===== config.mk =====
export PLATFORM = sky130hd
export DESIGN_NAME = pid_top
export DESIGN_NICKNAME = d
export VERILOG_FILES = /design/src/pid_pkg.sv /design/src/pid_apb_regs.sv /design/src/pid_sample_fifo.sv /design/src/pid_core.sv /design/src/pid_top.sv
export VERILOG_INCLUDE_DIRS = /design/src
export SDC_FILE = /design/constraint.sdc
export NUM_CORES = 2
export LEC_CHECK = 0
export BUFFER_PORTS_ARGS = -buffer_cell sky130_fd_sc_hd__buf_2
export CAP_MARGIN = 20
export CORE_UTILIZATION = 35
export DETAILED_ROUTE_END_ITERATION = 6
export SLEW_MARGIN = 20
export SYNTH_ARGS = -nofsm -noshare
export SYNTH_HDL_FRONTEND = slang
export SYNTH_SLANG_ARGS = --single-unit

===== constraint.sdc =====
create_clock -name i_clock -period 26.5 [get_ports i_clock]
set_clock_uncertainty 0.1 [all_clocks]
set_input_delay 0 -clock i_clock [delete_from_list [all_inputs] [get_ports i_clock]]
set_output_delay 0 -clock i_clock [all_outputs]
set_load 0.02 [all_outputs]

===== src/pid_macros.svh =====
`ifndef PID_MACROS_SVH
`define PID_MACROS_SVH

// Width of every data word in the controller, including gains and samples.
`define PID_D_WIDTH 18

// Fractional bits of the gains, so 1 << 15 is a gain of 1.0.
`define PID_Q_BITS 15

// Output saturation limits of the control value.
`define PID_LIM_MAX 4096
`define PID_LIM_MIN (-4096)

// Number of samples the measurement buffer can hold.
`define PID_FIFO_DEPTH 4

// APB byte address width. Registers sit on word boundaries.
`define PID_ADDR_WIDTH 5

`endif


===== src/pid_pkg.sv =====
`include "pid_macros.svh"

package pid_pkg;

    // Register word index, taken from paddr[4:2].
    typedef enum logic [2:0] {
        REG_KP     = 3'd0,
        REG_KI     = 3'd1,
        REG_KD1    = 3'd2,
        REG_KD2    = 3'd3,
        REG_TARGET = 3'd4,
        REG_MEAS   = 3'd5,
        REG_OUTPUT = 3'd6,
        REG_STATUS = 3'd7
    } pid_reg_e;

    typedef enum logic [1:0] {
        APB_IDLE,
        APB_ACCESS,
        APB_WAIT_SPACE
    } apb_state_e;

    typedef struct packed {
        logic signed [`PID_D_WIDTH-1:0] kp;
        logic signed [`PID_D_WIDTH-1:0] ki;
        logic signed [`PID_D_WIDTH-1:0] kd1;
        logic signed [`PID_D_WIDTH-1:0] kd2;
    } pid_gains_t;

    typedef struct packed {
        logic signed [`PID_D_WIDTH-1:0] target;
        logic signed [`PID_D_WIDTH-1:0] measurement;
    } pid_sample_t;

    typedef struct packed {
        logic                       psel;
        logic                       penable;
        logic                       pwrite;
        logic [`PID_ADDR_WIDTH-1:0] paddr;
        logic [31:0]                pwdata;
    } apb_req_t;

endpackage


===== src/pid_apb_regs.sv =====
`timescale 1ns/100ps
`include "pid_macros.svh"

module pid_apb_regs (
    input  logic                           i_clock,
    input  logic                           i_reset,
    input  pid_pkg::apb_req_t              i_apb,
    output logic [31:0]                    o_prdata,
    output logic                           o_pready,
    output pid_pkg::pid_gains_t            o_gains,
    output logic                           o_push,
    output pid_pkg::pid_sample_t           o_sample,
    input  logic                           i_full,
    input  logic                           i_empty,
    input  logic signed [`PID_D_WIDTH-1:0] i_control
);

    import pid_pkg::*;

    apb_state_e                     state;
    pid_reg_e                       reg_sel;
    logic signed [`PID_D_WIDTH-1:0] target;
    logic signed [`PID_D_WIDTH-1:0] wdata;
    logic [31:0]                    read_data;
    logic                           meas_write;
    logic                           access_done;

    function automatic logic [31:0] sext(input logic [`PID_D_WIDTH-1:0] value);
        return {{(32 - `PID_D_WIDTH){value[`PID_D_WIDTH-1]}}, value};
    endfunction

    assign reg_sel     = pid_reg_e'(i_apb.paddr[`PID_ADDR_WIDTH-1:2]);
    assign wdata       = i_apb.pwdata[`PID_D_WIDTH-1:0];
    assign meas_write  = i_apb.pwrite && (reg_sel == REG_MEAS);
    assign access_done = (state == APB_ACCESS) && i_apb.psel && i_apb.penable;

    // A measurement is paired with the target in force when it is written.
    assign o_push             = access_done && meas_write;
    assign o_sample.target      = target;
    assign o_sample.measurement = wdata;

    always_comb begin
        case (reg_sel)
            REG_KP:     read_data = sext(o_gains.kp);
            REG_KI:     read_data = sext(o_gains.ki);
            REG_KD1:    read_data = sext(o_gains.kd1);
            REG_KD2:    read_data = sext(o_gains.kd2);
            REG_TARGET: read_data = sext(target);
            REG_OUTPUT: read_data = sext(i_control);
            REG_STATUS: read_data = {30'b0, i_full, i_empty};
            default:    read_data = '0;
        endcase
    end

    // ########################################################################
    // Transfer FSM. Read data and pready are registered in the setup cycle.
    // ########################################################################
    always_ff @(posedge i_clock or negedge i_reset) begin
        if (!i_reset) begin
            state    <= APB_IDLE;
            o_pready <= 1'b0;
            o_prdata <= '0;
        end else begin
            case (state)
                APB_IDLE: begin
                    if (i_apb.psel && !i_apb.penable) begin
                        if (meas_write && i_full) begin
                            state <= APB_WAIT_SPACE;
                        end else begin
                            state    <= APB_ACCESS;
                            o_pready <= 1'b1;
                        end
                        if (!i_apb.pwrite) begin
                            o_prdata <= read_data;
                        end
                    end
                end
                APB_WAIT_SPACE: begin
                    if (!i_full) begin
                        state    <= APB_ACCESS;
                        o_pready <= 1'b1;
                    end
                end
                APB_ACCESS: begin
                    state    <= APB_IDLE;
                    o_pready <= 1'b0;
                end
                default: state <= APB_IDLE;
            endcase
        end
    end

    always_ff @(posedge i_clock or negedge i_reset) begin
        if (!i_reset) begin
            o_gains <= '0;
            target  <= '0;
        end else if (access_done && i_apb.pwrite) begin
            case (reg_sel)
                REG_KP:     o_gains.kp  <= wdata;
                REG_KI:     o_gains.ki  <= wdata;
                REG_KD1:    o_gains.kd1 <= wdata;
                REG_KD2:    o_gains.kd2 <= wdata;
                REG_TARGET: target      <= wdata;
                default:    ;
            endcase
        end
    end

    // The wait state must hold every push off until the buffer has room.
    a_no_push_when_full: assert property (
        @(posedge i_clock) disable iff (!i_reset) o_push |-> !i_full
    );

endmodule


===== src/pid_sample_fifo.sv =====
`timescale 1ns/100ps
`include "pid_macros.svh"

module pid_sample_fifo #(
    parameter int DEPTH = `PID_FIFO_DEPTH
) (
    input  logic                 i_clock,
    input  logic                 i_reset,
    input  logic                 i_push,
    input  pid_pkg::pid_sample_t i_data,
    input  logic                 i_pop,
    output pid_pkg::pid_sample_t o_head,
    output logic                 o_full,
    output logic                 o_empty
);

    import pid_pkg::*;

    localparam int PTR_W = (DEPTH > 1) ? $clog2(DEPTH) : 1;
    localparam int CNT_W = $clog2(DEPTH + 1);

    pid_sample_t      mem [DEPTH];
    logic [PTR_W-1:0] wr_ptr;
    logic [PTR_W-1:0] rd_ptr;
    logic [CNT_W-1:0] count;

    function automatic logic [PTR_W-1:0] next_ptr(input logic [PTR_W-1:0] ptr);
        return (ptr == PTR_W'(DEPTH - 1)) ? '0 : ptr + 1'b1;
    endfunction

    // Show-ahead head, valid whenever the buffer holds a sample.
    assign o_head  = mem[rd_ptr];
    assign o_full  = (count == CNT_W'(DEPTH));
    assign o_empty = (count == '0);

    always_ff @(posedge i_clock) begin
        if (i_push) begin
            mem[wr_ptr] <= i_data;
        end
    end

    always_ff @(posedge i_clock or negedge i_reset) begin
        if (!i_reset) begin
            wr_ptr <= '0;
            rd_ptr <= '0;
            count  <= '0;
        end else begin
            if (i_push) begin
                wr_ptr <= next_ptr(wr_ptr);
            end
            if (i_pop) begin
                rd_ptr <= next_ptr(rd_ptr);
            end
            if (i_push && !i_pop) begin
                count <= count + 1'b1;
            end else if (i_pop && !i_push) begin
                count <= count - 1'b1;
            end
        end
    end

    a_no_pop_when_empty: assert property (
        @(posedge i_clock) disable iff (!i_reset) i_pop |-> !o_empty
    );
    a_no_push_when_full: assert property (
        @(posedge i_clock) disable iff (!i_reset) i_push |-> !o_full
    );

endmodule


===== src/pid_core.sv =====
`timescale 1ns/100ps
`include "pid_macros.svh"

module pid_core (
    input  logic                           i_clock,
    input  logic                           i_reset,
    input  pid_pkg::pid_gains_t            i_gains,
    input  logic                           i_empty,
    input  pid_pkg::pid_sample_t           i_head,
    output logic                           o_pop,
    output logic signed [`PID_D_WIDTH-1:0] o_control,
    output logic                           o_control_valid
);

    import pid_pkg::*;

    localparam int D = `PID_D_WIDTH;
    // Terms carry two guard bits so errors and bounds never wrap.
    localparam int W = `PID_D_WIDTH + 2;
    localparam logic signed [W-1:0] LIM_MAX = W'(`PID_LIM_MAX);
    localparam logic signed [W-1:0] LIM_MIN = W'(`PID_LIM_MIN);

    logic signed [D-1:0]   kp, ki, kd1, kd2;
    logic signed [D-1:0]   target, measurement;
    logic signed [W-1:0]   error, prev_error, error_sum, error_diff;
    logic signed [D+W-1:0] p_prod, i_prod, d_prod1, d_prod2;
    logic signed [W-1:0]   p_term, d_term, prev_d_term;
    logic signed [W-1:0]   i_acc, i_next, i_clamped, i_upper, i_lower;
    logic signed [W+1:0]   total;
    logic signed [D-1:0]   control_next;

    assign kp          = i_gains.kp;
    assign ki          = i_gains.ki;
    assign kd1         = i_gains.kd1;
    assign kd2         = i_gains.kd2;
    assign target      = i_head.target;
    assign measurement = i_head.measurement;

    // The core never stalls, so any sample at the head is taken at once.
    assign o_pop = !i_empty;

    // ########################################################################
    // One controller iteration on the sample at the head.
    // ########################################################################
    always_comb begin
        error      = W'(target) - W'(measurement);
        error_sum  = error + prev_error;
        error_diff = error - prev_error;

        p_prod  = kp * error;
        i_prod  = ki * error_sum;
        d_prod1 = kd1 * error_diff;
        d_prod2 = kd2 * prev_d_term;

        p_term = W'(p_prod >>> `PID_Q_BITS);
        i_next = i_acc + W'(i_prod >>> `PID_Q_BITS);
        d_term = W'(d_prod1 >>> `PID_Q_BITS) + W'(d_prod2 >>> `PID_Q_BITS);

        // Anti-windup. The integrator may only fill the room p leaves.
        i_upper = (LIM_MAX > p_term) ? LIM_MAX - p_term : '0;
        i_lower = (p_term > LIM_MIN) ? LIM_MIN - p_term : '0;
        if (i_next > i_upper) begin
            i_clamped = i_upper;
        end else if (i_next < i_lower) begin
            i_clamped = i_lower;
        end else begin
            i_clamped = i_next;
        end

        total = p_term + i_clamped + d_term;
        if (total > LIM_MAX) begin
            control_next = D'(LIM_MAX);
        end else if (total < LIM_MIN) begin
            control_next = D'(LIM_MIN);
        end else begin
            control_next = D'(total);
        end
    end

    always_ff @(posedge i_clock or negedge i_reset) begin
        if (!i_reset) begin
            i_acc           <= '0;
            prev_error      <= '0;
            prev_d_term     <= '0;
            o_control       <= '0;
            o_control_valid <= 1'b0;
        end else begin
            o_control_valid <= o_pop;
            if (o_pop) begin
                i_acc       <= i_clamped;
                prev_error  <= error;
                prev_d_term <= d_term;
                o_control   <= control_next;
            end
        end
    end

    a_control_in_limits: assert property (
        @(posedge i_clock) disable iff (!i_reset)
        (o_control <= `PID_LIM_MAX) && (o_control >= `PID_LIM_MIN)
    );

endmodule


===== src/pid_top.sv =====
`timescale 1ns/100ps
`include "pid_macros.svh"

module pid_top (
    input  logic                           i_clock,
    input  logic                           i_reset,
    input  pid_pkg::apb_req_t              i_apb,
    output logic [31:0]                    o_prdata,
    output logic                           o_pready,
    output logic signed [`PID_D_WIDTH-1:0] o_control,
    output logic                           o_control_valid
);

    import pid_pkg::*;

    pid_gains_t  gains;
    pid_sample_t push_sample;
    pid_sample_t head_sample;
    logic        push;
    logic        pop;
    logic        full;
    logic        empty;

    pid_apb_regs u_apb_regs (
        .i_clock   (i_clock),
        .i_reset   (i_reset),
        .i_apb     (i_apb),
        .o_prdata  (o_prdata),
        .o_pready  (o_pready),
        .o_gains   (gains),
        .o_push    (push),
        .o_sample  (push_sample),
        .i_full    (full),
        .i_empty   (empty),
        .i_control (o_control)
    );

    pid_sample_fifo #(
        .DEPTH (`PID_FIFO_DEPTH)
    ) u_sample_fifo (
        .i_clock (i_clock),
        .i_reset (i_reset),
        .i_push  (push),
        .i_data  (push_sample),
        .i_pop   (pop),
        .o_head  (head_sample),
        .o_full  (full),
        .o_empty (empty)
    );

    pid_core u_core (
        .i_clock         (i_clock),
        .i_reset         (i_reset),
        .i_gains         (gains),
        .i_empty         (empty),
        .i_head          (head_sample),
        .o_pop           (pop),
        .o_control       (o_control),
        .o_control_valid (o_control_valid)
    );

endmodule


==> summary.txt <==
Worst setup path
  • Required time of the critical path: 26,910 ps
  • Worst Setup Start Kind: flop
  • Most used cell, CP: inv_1
  • Slowest cell on crit path: o31ai_2
  • Largest stage delay, worst path: 880 ps
  • Worst-path fanout max: 30
  • WS Path Type: flop to flop
  • Arr. time, crit path: 22,590 ps
  • Setup crit end kind: flop

Logic synthesis
  • Main synth FF type: dfrtp_1
  • Main area contributors after synthesis: fa_1 40%, ha_1 9.3%, inv_1 8.5%
  • Cell Area, Synth: 68,710 µm²
  • Synth cell types: 87
  • Post-synth EDFFs: 144
  • Mean Syn Cell Area: 9.529 µm²
  • Top-area cell type share of the netlist area: 39.83%
  • Synth Warn #: 0
  • Post-synth top area cell: fa_1
  • Async SR Flop Fraction: 57.65%
  • Synthesized flop and latch total: 340
  • Seq/Total Area, Yosys: 13.43%
  • Net Count, Synth: 9,132
  • Mapped Cells: 7,211

GRT
  • Global route overflow: 0
  • First-pass GRT wire length: 309.9 mm
  • Number of global-route vias before repair: 52,990
  • Largest net degree at the start of global routing: 73
  • Overall Global Routing Usage: 20.22%
  • Initial antenna violation count: 8

Timing
  • Hold_ws: 40.56 ps
  • Fmax: 0.04508 GHz
  • Max-slew headroom: 21.24%
  • Final Hold Fails: 0
  • Setup TNS: 0 ps
  • Slew @ Worst Pin: 1181 ps
  • # setup viols final: 0
  • Final Cycle Share: 83.71%
  • RSZ-0062 raised after global routing: false
  • Fin. max-slew vios: 0
  • Tmin final: 22,180 ps

CTS
  • # clock sinks: 340
  • Post-CTS setup buffers: 0
  • CTS tree: done
  • Reg clk slew, reported paths: 70 ps
  • Root Buffer: clkbuf_16
  • Num CTS Buffers: 39
  • Htree depth: 2
  • Clk buf depth: 3
  • Clk Latency, worst-skew pair: 600 ps

Final layout
  • Final #Nets: 9,083
  • Layout filler cell count: 19,530
  • Layout cells sized above 1: 6.898%
  • Area growth syn-to-layout: 7.843%
  • Register area: 9230 µm²
  • Final core occ: 38.00%
  • Footprint of the multi-input gates: 52,550 µm²

Routing
  • Vias: 49,690
  • Final wirelength: 196.3 mm
  • Drc violations: 0
  • ANT nets after route: 0
  • DR top layer: met4
  • Vias per cell: 5.061
  • Routed wl met3: 11.89 mm
  • DR iter-0 viols: 3,278
  • DR pass1 iterations: 5
  • Wire per inst: 19.99 µm
  • Wire length on met1: 83.12 mm
  • Met2 WL: 92.91 mm

Placement
  • Post-DP HPWL: 154.6 mm
  • # port buffers: 77
  • RD Place Congestion: 0.9208

Floorplanning
  • Die height: 445.1 µm
  • Core Box Area: 195,000 µm²
  • Boundary pin count: 94
  • Die X-Extent: 445.1 µm
  • Core Rows: 162
  • Initial Util: 35.24%
  • DIE AREA: 198,100 µm²

Run
  • Max-Cap Viols: 0

Worst hold path
  • Worst min-delay path class: primary input to flop

Run status
  • Status: finished clean
through the flow:
stage	worst slack, ps	std cells	cell area (µm²)
after global placement	4625	9716	72360
after CTS	4441	9813	74060
after global routing	2828	9816	74100
after floorplan	7480	7211	68710
after detailed placement	4585	9716	72360
final	4316	9818	74100
area by class of cell:
cell class	instances	area share, %
Sequential cell	340	12.46
Multi-Input combinational cell	4980	70.92
Timing Repair Buffer	250	2.421
Clock inverter	23	0.4711
Inverter	1551	7.857
Tap cell	2624	4.431
Clock buffer	47	1.439
Antenna cell	3	0.01013
cell families (layout without fill, tap and decap cells):
group,Yosys count,count (layout),synth area share (%)
DFF,340,340,13.43
muxes,141,141,2.912
buffers and inverters,1891,1871,10.43
xor gates and xnor gates,244,244,3.170
other,0,3,0
adders and majority gates,1879,1879,49.15
and+or+nand+nor,2093,2093,14.56
AOI/OAI and AO/OA,623,623,6.348
sequential cells by signal, indices dropped and copies added, names as in the netlist, 18 cells and up:
name	flops
u_sample_fifo.mem	144
u_apb_regs.o_gains	72
u_core.i_acc	20
u_core.prev_d_term	20
u_core.prev_error	19
u_apb_regs.o_prdata	18
u_apb_regs.target	18
u_core.o_control	18
Yosys cell counts, types with 66 or more instances:
library cell     n
nand3_1         74
mux2_2          97
xnor2_1        178
and2_1         468
o21ai_0        116
clkbuf_1       308
nand2_1        999
fa_1          1367
nor3_1          66
nor2_1         185
a21oi_1        113
ha_1           512
nor2b_1        101
edfxtp_1       144
inv_1         1550
nand2b_1        82
dfrtp_1        196
worst max-delay path, delay by kind of cell (launching register included):
kind	cells	cell delay, ps
XOR/XNOR	7	1560
flip-flops	1	830
buffers and inverters	12	1470
AO/OA/AOI/OAI	29	8110
AND/OR/NAND/NOR	15	3670
adder cells (fa/ha/maj)	14	5340
multiplexers	2	940
cells in the final DEF, fill, tap and decap left out, types with 76 or more instances in the layout:
cell	Yosys	layout
and2_1	468	468
ha_1	512	512
a21oi_1	113	111
nand2b_1	82	82
nor2_1	185	184
buf_2	3	76
mux2_2	97	97
edfxtp_1	144	144
buf_4	15	144
xnor2_1	178	167
o21ai_0	116	115
dfrtp_1	196	195
nand2_1	999	999
nor2b_1	101	101
fa_1	1367	1367
inv_1	1550	1549
layer usage:
| layer | vias up | global-route usage (%) |
|---|---|---|
| met5 | - | 0 |
| met4 | 0 | 7.206 |
| met3 | 292 | 2.227 |
| met2 | 1517 | 33.85 |
| met1 | 25990 | 27.04 |
| li1 | 21890 | - |
final timing paths:
path	from	to	slack (ps)	depth (start not counted)
max in group asynchronous	i_reset	u_core.prev_d_term[18]$_DFFE_PN0P_	24800	4
worst max-delay path	u_sample_fifo.rd_ptr[0]$_DFFE_PN0P_	u_core.o_control[1]$_DFFE_PN0P_	4320	79
worst max register to register	u_sample_fifo.rd_ptr[0]$_DFFE_PN0P_	u_core.o_control[1]$_DFFE_PN0P_	4320	79
min in group asynchronous	i_reset	u_apb_regs.o_gains[39]$_DFFE_PN0P_	490	4
worst min-delay path	i_apb[34]	u_apb_regs.o_prdata[1]$_DFFE_PN0P_	40	4
worst min register to register	u_apb_regs.o_pready$_DFFE_PN0P_	u_apb_regs.o_pready$_DFFE_PN0P_	390	1
timing repair:
action | in CTS | in global routing
endpoints found under the setup margin | 0 | 0
endpoints found under the hold margin | 221 | 0
hold buffers | 27 | 0
resized for setup | 0 | 0
Power is left out: the tool's default activity adds up to more than one toggle a clock period on the data nets, which glitch-free logic cannot reach.
